[config.mk]
export PLATFORM = sky130hd
export DESIGN_NAME = icache_line_reader
export DESIGN_NICKNAME = d
export VERILOG_FILES = /design/src/icache_pkg.sv /design/src/icache_line_reader.sv
export SDC_FILE = /design/constraint.sdc
export NUM_CORES = 1
export LEC_CHECK = 0
export ABC_AREA = 1
export BUFFER_PORTS_ARGS = -buffer_cell sky130_fd_sc_hd__buf_2
export CORE_MARGIN = 5
export CORE_UTILIZATION = 40
export CTS_CLUSTER_SIZE = 8
export DETAILED_ROUTE_END_ITERATION = 10
export GPL_ROUTABILITY_DRIVEN = 1
export PLACE_DENSITY_LB_ADDON = 0.3
export SETUP_SLACK_MARGIN = 0.02
export SLEW_MARGIN = 15
export SYNTH_ARGS = -nofsm -noshare
export SYNTH_HDL_FRONTEND = slang
export SYNTH_SLANG_ARGS = --single-unit
[constraint.sdc]
create_clock -name clk -period 5.8 [get_ports clk]
set_input_delay 1.16 -clock clk [delete_from_list [all_inputs] [get_ports clk]]
set_output_delay 1.16 -clock clk [all_outputs]
set_load 0.05 [all_outputs]
[src/icache_pkg.sv]
`default_nettype none

package icache_pkg;

  // cache geometry
  localparam int WDSZ = 32;
  localparam int WBKSZ = 8;
  localparam int RBKSZ = 2;
  localparam int LNUM = 16;
  localparam int TAGSZ = 23;

  // one refill burst fetches a whole line
  localparam int BURST_LEN = WBKSZ;

  typedef logic [WDSZ-1:0] word_t;
  typedef logic [$clog2(LNUM)-1:0] laddr_t;
  typedef logic [$clog2(WBKSZ)-1:0] waddr_t;
  typedef logic [TAGSZ-1:0] tag_t;

  // byte address split into cache fields
  typedef struct packed {
    tag_t tag;
    laddr_t laddr;
    waddr_t waddr;
    logic [1:0] boff;
  } addr_t;

  // one tag memory entry
  typedef struct packed {
    logic valid;
    tag_t tag;
  } overhead_t;

  typedef word_t [WBKSZ-1:0] line_t;
  typedef word_t [RBKSZ-1:0] group_t;

  // refill written into data and tag memories at once
  typedef struct packed {
    laddr_t laddr;
    tag_t tag;
    line_t line;
  } fill_t;

  typedef enum logic [2:0] {IDLE, COMPARE, REFILL_REQ, REFILL_WAIT, REFILL_WRITE} ctrl_state_t;
  typedef enum logic [1:0] {RD_IDLE, RD_ADDR, RD_DATA} rd_state_t;

endpackage

`default_nettype wire

[src/icache_line_reader.sv]
`timescale 1ns/1ns
`default_nettype none

module icache_line_reader
  import icache_pkg::*;
(
  input logic clk,
  input logic rst_n,

  // request from control
  input logic line_req,
  input addr_t line_addr,
  output line_t line_data,
  output logic line_done,

  // AXI read address channel
  output logic [31:0] araddr,
  output logic arvalid,
  input logic arready,

  // AXI read data channel
  input word_t rdata,
  input logic rvalid,
  input logic rlast,
  output logic rready
);

  rd_state_t state;

  // slot of the next beat in the line
  logic [$clog2(BURST_LEN)-1:0] beat_cnt;

  // line aligned base of the requested address
  addr_t line_base;

  // keep tag and index, drop word and byte offset
  assign line_base = '{tag: line_addr.tag, laddr: line_addr.laddr, waddr: '0, boff: '0};

  // handshake levels straight from the state
  assign arvalid = (state == RD_ADDR);
  assign rready = (state == RD_DATA);

  always_ff @(posedge clk or negedge rst_n) begin
    if (!rst_n) begin
      state <= RD_IDLE;
      beat_cnt <= '0;
      line_done <= 1'b0;
    end else begin
      // done is a single cycle pulse
      line_done <= 1'b0;
      case (state)
        RD_IDLE: begin
          if (line_req) begin
            state <= RD_ADDR;
            beat_cnt <= '0;
          end
        end
        RD_ADDR: begin
          // hold the address phase until the slave takes it
          if (arready) begin
            state <= RD_DATA;
          end
        end
        RD_DATA: begin
          if (rvalid) begin
            beat_cnt <= beat_cnt + 1'b1;
            // last beat closes the burst wherever it falls
            if (rlast) begin
              state <= RD_IDLE;
              line_done <= 1'b1;
            end
          end
        end
        default: begin
          state <= RD_IDLE;
        end
      endcase
    end
  end

  // address latched as the burst starts
  always_ff @(posedge clk) begin
    if (state == RD_IDLE && line_req) begin
      araddr <= line_base;
    end
  end

  // each accepted beat goes to its own word slot
  // gaps in rvalid simply leave the counter where it is
  always_ff @(posedge clk) begin
    if (state == RD_DATA && rvalid) begin
      line_data[beat_cnt] <= rdata;
    end
  end

endmodule

`default_nettype wire

# After elaboration in Yosys (flattened, before gate mapping)
# Index checks and enable logic that the tools add are counted.
word_totals:
  ff_bits: 289
  output_inout_bits: 291
  word_cells: 42
  in_bits: 70
op_classes:
  mux: 14
  order_cmp: 2
  reduce_logical: 7
  n_addsub: 1
  eq_ne: 6
op_table:
  columns: ["operator", "n"]
  rows:
  - ["bitwise mux 256 bit", 1]
  - ["demux 32 bit (select 3 bit)", 1]
  - ["2-to-1 mux 32 bit", 1]
  - ["2-to-1 mux 2 bit", 4]
  - ["2-to-1 mux 3 bit", 2]
  - ["!= test 2 bit (second input constant)", 3]
  - ["one-hot mux 2 bit (3 select lines)", 1]
  - ["one-hot mux 3 bit (2 select lines)", 1]
  - ["< comparator 3 x 4 -> 1 bit (second input constant)", 1]
  - ["AND reduction 4 bit", 1]
  - ["adder 3 x 1 -> 3 bit (second input constant)", 1]
  - ["greater-or-equal comparator 3 x 1 -> 1 bit (second input constant)", 1]
  - ["logical AND 1 bit", 3]
  - ["2-to-1 mux 1 bit", 3]
  - ["AND reduction 3 bit", 1]
  - ["== test 2 x 1 -> 1 bit (second input constant)", 1]
  - ["== test 2 bit (second input constant)", 1]
  - ["logical NOT 2 bit", 1]
  - ["!= test 2 x 1 -> 1 bit (second input constant)", 1]
  - ["nonzero test 2 bit", 1]

# Longest topological paths before layout
# Gate-level depths: netlist of run 1.
depth:
  word_depth: 5
  mapped_depth: 7
  ltp_nobuf: 7

# Worst setup path before layout of run 1
# Ideal clock, no wire load.
synth_timing:
  path_type: "in2reg"
  from: "input rvalid"
  to: "register line_data[192] (netlist bit), enable pin"
  setup_ns: 0.461
  n_path_buf: 1
  required_time_ns: 5.339
  arrival_ns: 3.577
  setup_slack_ns: 1.762
  cell_stages: 3
  cell_sequence: "nand3_2 -> buf_6 -> nor3_1"
synth_via:
  elab_chain_len: 1
synth_rtl:
  columns: ["item", "line_no", "rtl"]
  rows:
  - ["start, declared", "icache_line_reader.sv:23", "input logic rvalid,"]
  - ["logical AND 1 bit", "icache_line_reader.sv:91", "if (state == RD_DATA && rvalid) begin"]
  - ["end signal, assigned by index", "icache_line_reader.sv:92", "line_data[beat_cnt] <= rdata;"]
  - ["end, declared", "icache_line_reader.sv:13", "output line_t line_data,"]
# Every way passes these cells.
# A chain may end at the register's enable or synchronous reset.

# Worst setup path in the final report of run 1
layout_timing:
  from: "input rvalid"
  to: "register line_data[198] (netlist bit), enable pin"
# The elaborated chain is that of the path after synthesis.

==> results of run 1 <==
## area by class of cell
type | instances | area, um2
Multi-Input combinational cell | 42 | 260.3
Clock buffer | 50 | 1102
Inverter | 11 | 41.29
Sequential cell | 289 | 8648
Tap cell | 280 | 350.3
Fill cell | 1680 | 9602
Clock inverter | 3 | 37.54
Timing Repair Buffer | 363 | 1849
## routing by layer
layer	wire length [um]	GRT usage, %
met5	0	0
met4	363	4.537
met1	8557	20.38
met2	11070	28.93
met3	2285	6.523
## worst paths after layout
check                                                end  cells past startpoint
worst min register to register   beat_cnt[1]$_DFFE_PN0P_                      2
min in group clk                 beat_cnt[1]$_DFFE_PN0P_                      2
worst min-delay path                state[0]$_DFFE_PN0P_                      1
worst max-delay path            line_data[198]$_DFFE_PP_                      4
worst max register to register  line_data[198]$_DFFE_PP_                      4
max in group asynchronous        beat_cnt[0]$_DFFE_PN0P_                      1
## logic make-up after synthesis
group           count (synthesis)  synth area share, %
other cells                     1              0.04199
fa+ha+maj                       1               0.1401
buf+inv                        17                1.009
simple gates                   33                1.779
compound gates                  3               0.1961
flops                         289                96.83
## sequential cells by signal, indices dropped and copies added (netlist names)
register,count
beat_cnt,3
state,2
line_data,256
araddr,27
line_done,1
## worst max-delay path, delay by kind of cell
family / cells / cell delay (ns)
simple gates: 2 / 1.18
buf+inv: 2 / 0.59
## power groups by stage
stage	Sequential [mW]	Clock (mW)	Combinational, mW
2_1_floorplan	2.76	0	0.110
3_3_place_gp	2.49	0	0.537
3_5_place_dp	2.49	0	0.548
4_1_cts	2.45	2.14	0.548
5_1_grt	2.46	2.24	0.569
6_report	2.45	2.10	0.542
## cell usage after synthesis (all sizes together)
cell,instances,share of area (%)
o21ai,2,0.11
nor2,5,0.32
nand2,15,0.66
buf,6,0.55
nor3,9,0.50
nand3,3,0.22
conb,1,0.042
o31ai,1,0.084
ha,1,0.14
nand4,1,0.070
inv,11,0.46
dfrtp,6,1.7
edfxtp,283,95
## stage by stage
step | cell area [um2] | hold slack [ns] | total power [mW] | worst slack [ns] | utilization (%)
2_1_floorplan | 8946 | 0.5385 | 2.869 | 1.762 | -
3_3_place_gp | 11140 | 0.5742 | 3.023 | 2.342 | 50.87
3_5_place_dp | 11140 | 0.5964 | 3.038 | 2.351 | 50.90
4_1_cts | 12280 | 0.4616 | 5.141 | 2.888 | 56.11
5_1_grt | 12290 | 0.4652 | 5.273 | 2.809 | 56.14
6_report | 12290 | 0.4738 | 5.094 | 3.010 | 56.14
==> flow_summary.rst, run 1 <==
.. list-table::
   :header-rows: 1

   * - Metric
     - Value
   * - Floorplan Core Area
     - 21890 um2
   * - TritonCTS clock tree
     - built
   * - Total routed wirelength
     - 22.27 mm
   * - Result of the run
     - finished clean
   * - Worst r2r src
     - state[0]$_DFFE_PN0P_
   * - Syn_area_per_cell
     - 25.96 um2
   * - Number of ports placed on the die boundary
     - 361
   * - Setup total negative slack
     - 0 ns
   * - Net load switching power
     - 1.271 mW
   * - Delay of the slowest cell on the worst path
     - 0.90 ns
   * - DR DRC count
     - 0
   * - Worst reg-to-reg setup slack
     - 3.21 ns
   * - CTS clock-pin slew for the worst setup and hold paths
     - 0.05 ns
   * - Slowest stage cell, crit path
     - sky130_fd_sc_hd__nor3_2
   * - Maximum achievable frequency
     - 0.3585 GHz
   * - Final max-slew violation count
     - 0
   * - CP cell instances
     - buf_2 -> nand3_2 -> nor3_2 -> buf_4
   * - Wire length of the first global-routing pass
     - 33.08 mm
   * - First-pass DRT Iterations
     - 4
   * - Clock latency at the later pin of the worst-skew pair
     - 0.50 ns
   * - Number of synthesized register bits
     - 289
   * - Initial DRC Count
     - 305
   * - HPWL after detailed placement
     - 15.86 mm
   * - Total gr overflow
     - 0
   * - Final antenna diode count
     - 0
   * - Fraction of final layout cells with drive strength greater than 1
     - 55.80%
   * - Comb power frac
     - 10.6%
   * - Via/cell ratio
     - 4.704
   * - Number of distinct library cells after synthesis
     - 20
   * - Critical Path RT
     - 5.96 ns
   * - Growth of design area from synthesis to finish
     - 37.60%
   * - Final nets
     - 820
   * - Commonest non-fill, non-tap cell in the layout
     - sky130_fd_sc_hd__buf_2
   * - Setup Buffers After CTS
     - 0
   * - Worst setup EP type
     - flop
   * - Die Width
     - 159.4 um
   * - Maximum clock insertion buffer count
     - 3
   * - Switching portion of total power
     - 24.95%
   * - Max capacitance violation total
     - 0
   * - Htree depth
     - 2
   * - Number of buffers added by the clock tree synthesis step
     - 42
   * - Rel. slew slack
     - 28.50%
   * - Final count of negative-setup-slack endpoints
     - 0
   * - Sequential cell area fraction in the yosys report
     - 96.83%
   * - Crit Path Max Fanout
     - 22
   * - Skew final
     - 0.01162 ns
   * - Sinks on Clock Net
     - 289
   * - Cell at the root of the clock tree
     - sky130_fd_sc_hd__clkbuf_16
   * - Placement row count
     - 54
   * - Aggregate global-route resource usage
     - 16.99%
   * - Vias in the first global route
     - 5271
   * - Least-Margin Pin Slew
     - 1.067 ns
   * - WL/cell
     - 21.46 um
   * - Weighted congestion at the end of routability-driven global placement
     - 0.7547
   * - Detail Route Antenna Nets
     - 0
   * - Via Count
     - 4883
   * - Final cell count without fillers
     - 1038
   * - Leakage power summed over all cells
     - 4.804 nW
   * - Cell count after synthesis
     - 344
   * - Setup repair after global routing missed its margin
     - false
   * - Final hold violation count
     - 0
   * - Count of cells resized by post-cts repair
     - 0
   * - Sequential share of power
     - 48.2%
   * - Placed instance count
     - 985
   * - Launching instance or port of the critical path
     - rvalid
   * - Die Y-Extent
     - 159.4 um
   * - Internal power
     - 3.823 mW
   * - Die Area
     - 25420 um2
   * - Maximum number of pins on one net before global-route repair
     - 28
   * - Startpoint type of the worst setup path
     - input pin
   * - IR Drop Worst-Case VDD
     - 0.2616 mV
   * - Final critical-path required period
     - 2.790 ns
   * - Path class of the lowest-slack min-delay path
     - in -> async
   * - Ratio of total power to cell area
     - 414.5 nW/um2
   * - Number of antenna violations at the first check in global routing
     - 0
   * - Commonest non-fill, non-tap cells in the layout
     - sky130_fd_sc_hd__buf_2 (350), sky130_fd_sc_hd__edfxtp_1 (283), sky130_fd_sc_hd__clkbuf_16 (43)
   * - Initial Utilization
     - 40.80%
   * - Critical setup path kind
     - in -> reg
   * - Number of port buffers
     - 350
   * - Number of hold buffers added after cts
     - 0
   * - Area of the mapped netlist
     - 8931 um2
   * - Data arrival time of the worst path
     - 2.95 ns
   * - Yosys warns
     - 0
   * - Ratio of final minimum period to clock period
     - 48.10%
   * - Clock share of power
     - 41.2%
(Power assumes the default switching activity.)
==> run 2: changes to the inputs <==
- clock period: 5.8 -> 2.3 ns (I/O delays scaled with it)
==> run 2 against run 1 <==
Against the previous run: sequential cell count is the same; register-to-register slack got worse by 2.8 ns; final area is 1.1% higher; core utilization rose by 0.61 points; combinational power grew to 2.6 times the previous value; critical path depth decreased by 1; sequential power grew to 2.5 times the previous value; critical path type is now reg -> out; critical endpoint is now arvalid; largest power group unchanged.
==> flow_summary.rst, run 2 (synthesized netlist as in run 1, its figures left out) <==
.. list-table::
   :header-rows: 1

   * - Metric
     - Value
   * - Aggregate global-route resource usage
     - 17.59%
   * - Final max-slew violation count
     - 0
   * - Path class of the lowest-slack min-delay path
     - in -> reg
   * - Final cell count without fillers
     - 1041
   * - Ratio of total power to cell area
     - 1038 nW/um2
   * - Commonest non-fill, non-tap cell in the layout
     - sky130_fd_sc_hd__buf_2
   * - Setup repair after global routing missed its margin
     - false
   * - Delay of the slowest cell on the worst path
     - 0.41 ns
   * - Startpoint type of the worst setup path
     - flop
   * - Global-route layer with the greatest usage
     - met2
   * - Data arrival time of the worst path
     - 1.47 ns
   * - Initial Utilization
     - 40.80%
   * - Max capacitance violation total
     - 0
   * - Pre-CTS WS
     - 0.3744 ns
   * - Fraction of final layout cells with drive strength greater than 1
     - 55.98%
   * - M3 GR Usage
     - 6.653%
   * - Number of buffers added by the clock tree synthesis step
     - 42
   * - GRT met2 Usage
     - 29.30%
   * - Slowest stage cell, crit path
     - sky130_fd_sc_hd__dfrtp_1
   * - CTS clock-pin slew for the worst setup and hold paths
     - 0.05 ns
   * - Placement row count
     - 54
   * - Weighted congestion at the end of routability-driven global placement
     - 0.7734
   * - Detail Route Antenna Nets
     - 0
   * - Critical Path RT
     - 1.84 ns
   * - HPWL after detailed placement
     - 15.97 mm
   * - Summed area of non-filler cells in the final layout
     - 12420 um2
   * - Number of hold buffers added after cts
     - 1
   * - Crit Path Max Fanout
     - 4
   * - Maximum clock insertion buffer count
     - 3
   * - IR Drop Worst-Case VDD
     - 0.6669 mV
   * - Ratio of final minimum period to clock period
     - 83.82%
   * - Number of instances on the worst hold path
     - 1
   * - Total routed wirelength
     - 22.93 mm
   * - Skew final
     - 0.01912 ns
   * - Number of antenna violations at the first check in global routing
     - 0
   * - Wire length of the first global-routing pass
     - 33.87 mm
   * - Maximum number of pins on one net before global-route repair
     - 33
   * - Worst setup EP type
     - primary output
   * - Placed instance count
     - 988
   * - Slack of the critical path
     - 0.3722 ns
   * - Via Count
     - 4864
   * - Die Area
     - 25420 um2
   * - Floorplan Core Area
     - 21890 um2
   * - CP cell instances
     - inv_1 -> nor2_1 -> buf_2
   * - TritonCTS clock tree
     - built
   * - Largest register by flop count
     - line_data
   * - Clock latency at the later pin of the worst-skew pair
     - 0.51 ns
   * - Final nets
     - 824
   * - Leakage power summed over all cells
     - 4.851 nW
   * - Global-route met1 utilization
     - 21.42%
   * - Final critical-path required period
     - 1.928 ns
   * - WL/cell
     - 22.03 um
   * - Initial DRC Count
     - 287
   * - Die Y-Extent
     - 159.4 um
   * - Number of port buffers
     - 350
   * - Count of cells resized by post-cts repair
     - 0
   * - Max FFs per register
     - 256
   * - DR DRC count
     - 0
   * - Setup Buffers After CTS
     - 0
   * - Largest registers in the final layout
     - line_data (256), araddr (27), beat_cnt (3)
   * - Critical setup path kind
     - reg -> out
   * - Total gr overflow
     - 0
   * - Maximum achievable frequency
     - 0.5187 GHz
   * - Result of the run
     - finished clean
   * - Fin util
     - 56.74%
   * - Final hold violation count
     - 0
   * - Die Width
     - 159.4 um
   * - Vias in the first global route
     - 5299
   * - Commonest non-fill, non-tap cells in the layout
     - sky130_fd_sc_hd__buf_2 (350), sky130_fd_sc_hd__edfxtp_1 (283), sky130_fd_sc_hd__clkbuf_16 (43)
   * - Cell at the root of the clock tree
     - sky130_fd_sc_hd__clkbuf_16
   * - Final count of negative-setup-slack endpoints
     - 0
   * - First-pass DRT Iterations
     - 4
   * - Sinks on Clock Net
     - 289
   * - Cell depth of the worst flop-to-flop path
     - 5
   * - Setup total negative slack
     - 0 ns
   * - Number of ports placed on the die boundary
     - 361
   * - Post-DP Area
     - 11270 um2
   * - Growth of design area from synthesis to finish
     - 39.09%
   * - Htree depth
     - 2
   * - Via/cell ratio
     - 4.672
   * - Final antenna diode count
     - 0
==> run 2: changes by cell type in the layout (fill, tap and decap cells not counted), moves of 2 or more <==
cell / before / now
sky130_fd_sc_hd__nor3_2: 6 / 0
sky130_fd_sc_hd__nor3_4: 2 / 8
sky130_fd_sc_hd__buf_12: 0 / 5
sky130_fd_sc_hd__buf_4: 13 / 11
sky130_fd_sc_hd__clkinv_8: 0 / 2
==> run 2: critical path, delay by kind of cell, from the launching register on <==
kind	cells	cell delay, ns
buffers and inverters	2	0.41
AND/OR/NAND/NOR	1	0.16
flip-flops	1	0.41
==> run 2: final cells by class <==
cell class                 count  area, um2
clock buffer                  49       1099
clock inverter                 3      41.29
fill                        1663       9469
inverter                      11      41.29
multi-input combinational     42      297.8
sequential                   289       8648
tap                          280      350.3
timing repair buffer         367       1944
==> run 2: metal layers <==
metal  vias up  part of all wire (%)
li1       2152                     -
met3        40                   9.9
met4         0                   2.3
met1      2365                    39
met5         -                     0
met2       307                    49
==> run 2: path summary, 6_finish.rpt <==
check	start	to	slack, ns
min in group asynchronous	rst_n	beat_cnt[0]$_DFFE_PN0P_	0.31
max in group asynchronous	rst_n	state[0]$_DFFE_PN0P_	1.84
worst max register to register	state[0]$_DFFE_PN0P_	line_data[238]$_DFFE_PP_	0.40
worst max-delay path	state[0]$_DFFE_PN0P_	arvalid	0.37
worst min-delay path	line_addr[7]	araddr[7]$_DFFE_PP_	0.14
worst min register to register	beat_cnt[2]$_DFFE_PN0P_	beat_cnt[2]$_DFFE_PN0P_	0.60
==> run 2: report_power, final <==
| part | total (mW) | internal, mW | switching (mW) |
|---|---|---|---|
| registers | 6.20 | 6.09 | 0.112 |
| logic | 1.42 | 0.248 | 1.17 |
| clock network | 5.28 | 3.31 | 1.96 |
| total | 12.9 | 9.65 | 3.25 |
==> run 2: through the flow <==
stage / hold slack (ns) / power (mW)
6_report: 0.1351 / 12.89
3_5_place_dp: 0.2933 / 7.721
2_1_floorplan: 0.1644 / 7.247
3_3_place_gp: 0.2857 / 7.687
4_1_cts: 0.1117 / 13.04
5_1_grt: 0.1097 / 13.37
==> run 3: changes to the inputs <==
- ABC_AREA: 1 -> 0
- clock period: 2.3 -> 1.9 ns (I/O delays scaled with it)
==> run 3 against run 2 <==
Against the previous run: via count down 0.21%; sequential share of layout area down 0.44 points; first-iteration DRC count up 16%; core utilization up 0.36 points; cell count down 1.2%; final area up 0.63%; routed wire length down 1.8%; largest power group unchanged; highest routed layer is now met5.
==> flow_summary.rst, run 3 <==
.. list-table::
   :header-rows: 1

   * - Metric
     - Value
   * - Result of the run
     - finished clean
   * - Data arrival time of the worst path
     - 1.43 ns
   * - Floorplan Core Area
     - 21890 um2
   * - Worst setup EP type
     - primary output
   * - Final nets
     - 809
   * - Die Y-Extent
     - 159.3 um
   * - Largest registers in the final layout
     - line_data (256), araddr (27), beat_cnt (3)
   * - Critical setup path kind
     - reg -> out
   * - Top flip-flop cell by instance count after synthesis
     - sky130_fd_sc_hd__edfxtp_1
   * - Number of filler cells placed in the layout
     - 1633
   * - Total power draw
     - 15.85 mW
   * - Slack of the critical path
     - 0.09085 ns
   * - First-pass DRT Iterations
     - 5
   * - Delay of the slowest cell on the worst path
     - 0.38 ns
   * - Number of distinct library cells after synthesis
     - 24
   * - Initial DRC Count
     - 334
   * - Placement row count
     - 54
   * - Initial Utilization
     - 40.71%
   * - Fraction of post-synthesis cell area in the top cell type by area
     - 95.37%
   * - Ratio of final minimum period to clock period
     - 95.22%
   * - Least-Margin Pin Slew
     - 0.5558 ns
   * - Cell at the root of the clock tree
     - sky130_fd_sc_hd__clkbuf_16
   * - DR DRC count
     - 0
   * - Cell count after synthesis
     - 332
   * - Setup repair after global routing missed its margin
     - false
   * - Sinks on Clock Net
     - 289
   * - Skew final
     - 0.01654 ns
   * - Fin util
     - 57.10%
   * - Growth of design area from synthesis to finish
     - 40.28%
   * - Weighted congestion at the end of routability-driven global placement
     - 0.7997
   * - Path class of the lowest-slack min-delay path
     - in -> reg
   * - Library cell with the highest instance count after synthesis
     - sky130_fd_sc_hd__edfxtp_1
   * - Commonest non-fill, non-tap cell in the layout
     - sky130_fd_sc_hd__buf_2
   * - Number of ports placed on the die boundary
     - 361
   * - Number of port buffers
     - 350
   * - Total gr overflow
     - 0
   * - WL/cell
     - 21.87 um
   * - Final critical-path required period
     - 1.809 ns
   * - Syn_area_per_cell
     - 26.84 um2
   * - Cell depth of the worst setup path
     - 3
   * - Crit Path Max Fanout
     - 5
   * - Largest register by flop count
     - line_data
   * - Min Hold Slack
     - 0.04793 ns
   * - Maximum clock insertion buffer count
     - 3
   * - IR Drop Worst-Case VDD
     - 0.7818 mV
   * - Cell depth of the worst flop-to-flop path
     - 3
   * - Max capacitance violation total
     - 0
   * - Startpoint type of the worst setup path
     - flop
   * - Sequential cell area fraction in the yosys report
     - 97.05%
   * - Vias in the first global route
     - 5182
   * - Critical Path RT
     - 1.52 ns
   * - Via Count
     - 4854
   * - Setup total negative slack
     - 0 ns
   * - Final cell count without fillers
     - 1029
   * - Reg area
     - 8648 um2
   * - Slowest stage cell, crit path
     - sky130_fd_sc_hd__dfrtp_1
   * - Post-synth ARST share
     - 2.076%
   * - Final hold violation count
     - 0
   * - Buf/Inv on CP
     - 2
   * - Cell types with the highest counts after synthesis
     - sky130_fd_sc_hd__edfxtp_1 (283), sky130_fd_sc_hd__nor2_1 (7), sky130_fd_sc_hd__dfrtp_1 (6)
   * - Maximum number of pins on one net before global-route repair
     - 33
   * - Final count of negative-setup-slack endpoints
     - 0
   * - Ratio of total power to cell area
     - 1268 nW/um2
   * - Aggregate global-route resource usage
     - 17.09%
   * - Area taken by multi-input logic gates
     - 342.8 um2
   * - Post-synthesis cell type with the largest combined area
     - sky130_fd_sc_hd__edfxtp_1
   * - Final max-slew violation count
     - 0
   * - Via/cell ratio
     - 4.717
   * - Area of the mapped netlist
     - 8911 um2
   * - Htree depth
     - 2
   * - Crit path max-delay family
     - flip-flops
   * - Setup Buffers After CTS
     - 0
   * - Pre-CTS WS
     - 0.2148 ns
   * - Wire length of the first global-routing pass
     - 33.05 mm
   * - Leakage power summed over all cells
     - 4.805 nW
   * - Detail Route Antenna Nets
     - 0
   * - CP cell instances
     - nand2b_4 -> inv_8 -> buf_2
   * - Rel. slew slack
     - 62.95%
   * - Placed instance count
     - 973
   * - Post-DP Area
     - 11330 um2
   * - Total routed wirelength
     - 22.51 mm
   * - Cell types occupying the most area after synthesis
     - sky130_fd_sc_hd__edfxtp_1 (95%), sky130_fd_sc_hd__dfrtp_1 (1.7%), sky130_fd_sc_hd__buf_4 (0.42%)
   * - HPWL after detailed placement
     - 15.27 mm
   * - Fraction of final layout cells with drive strength greater than 1
     - 56.82%
   * - TritonCTS clock tree
     - built
   * - Number of buffers added by the clock tree synthesis step
     - 42
   * - Number of instances on the worst hold path
     - 1
   * - Die Area
     - 25360 um2
   * - Post-synth EDFFs
     - 283
   * - Yosys warns
     - 0
   * - CTS clock-pin slew for the worst setup and hold paths
     - 0.05 ns
   * - Number of synthesized register bits
     - 289
   * - Number of antenna violations at the first check in global routing
     - 2
   * - Clock latency at the later pin of the worst-skew pair
     - 0.50 ns
   * - Maximum achievable frequency
     - 0.5527 GHz
   * - Summed area of non-filler cells in the final layout
     - 12500 um2
   * - Commonest non-fill, non-tap cells in the layout
     - sky130_fd_sc_hd__buf_2 (349), sky130_fd_sc_hd__edfxtp_1 (283), sky130_fd_sc_hd__clkbuf_16 (43)
   * - Max FFs per register
     - 256
   * - Die Width
     - 159.3 um
run 3: changes by cell type in the layout (fill, tap and decap cells not counted), sizes merged, moves of 2 or more:
cell    before  now
nor3         9    2
nand2       15    4
a22o         0    4
nand2b       0    3
nor2         5    7
nor4         0    2
buf        366  363
inv         11    3
clkbuf      49   51
run 3: worst paths after layout:
kind,start,slack (ns),to
max reg2reg,beat_cnt[2]$_DFFE_PN0P_,0.24,line_data[188]$_DFFE_PP_
min,line_addr[11],0.05,araddr[11]$_DFFE_PP_
max in group asynchronous,rst_n,1.52,line_done$_DFF_PN0_
max,state[0]$_DFFE_PN0P_,0.09,rready
min in group asynchronous,rst_n,0.23,beat_cnt[1]$_DFFE_PN0P_
min reg2reg,beat_cnt[0]$_DFFE_PN0P_,0.59,beat_cnt[0]$_DFFE_PN0P_
run 3: timing repair:
| action | 4_1_cts | 5_1_grt |
|---|---|---|
| hold buffers | 1 | 0 |
| gates resized for setup | 1 | 2 |
| endpoints found under the setup margin | 1 | 1 |
| endpoints found under the hold margin | 6 | 0 |
run 3: kinds of logic after synthesis:
group,count (synthesis),synth area share (%)
buf+inv,9,0.6037
mux,2,0.2387
flops,289,97.05
fa+ha+maj,1,0.1404
other cells,1,0.04208
compound gates,7,0.5896
simple gates,23,1.334
run 3: cell type report:
type | instances | area share [%]
repair buffers | 364 | 15.92
diodes | 1 | 0.02002
multi-input cells | 38 | 2.742
clock buffers | 51 | 8.848
flip-flops and latches | 289 | 69.18
inverters | 3 | 0.1501
clock inverters | 3 | 0.3303
well taps | 280 | 2.803
run 3: routing by layer:
metal / vias up / track usage (%) / part of all wire, %
li1: 2134 / - / -
met1: 2333 / 20.13 / 37
met2: 334 / 28.42 / 50
met3: 51 / 6.601 / 11
met4: 2 / 6.747 / 3.2
met5: - / 0 / 0.058
run 3: power by group:
| part | internal (mW) | total [mW] | switching (mW) |
|---|---|---|---|
| Sequential | 7.39 | 7.53 | 0.133 |
| Clock | 4.03 | 6.41 | 2.38 |
| Combinational | 0.416 | 1.91 | 1.50 |
run 3: worst register-to-register path, stage by stage (launching register included):
cell	delay [ns]
sky130_fd_sc_hd__dfrtp_1	0.69
sky130_fd_sc_hd__nand3_2	0.24
sky130_fd_sc_hd__nor2_4	0.15
sky130_fd_sc_hd__buf_12	0.24
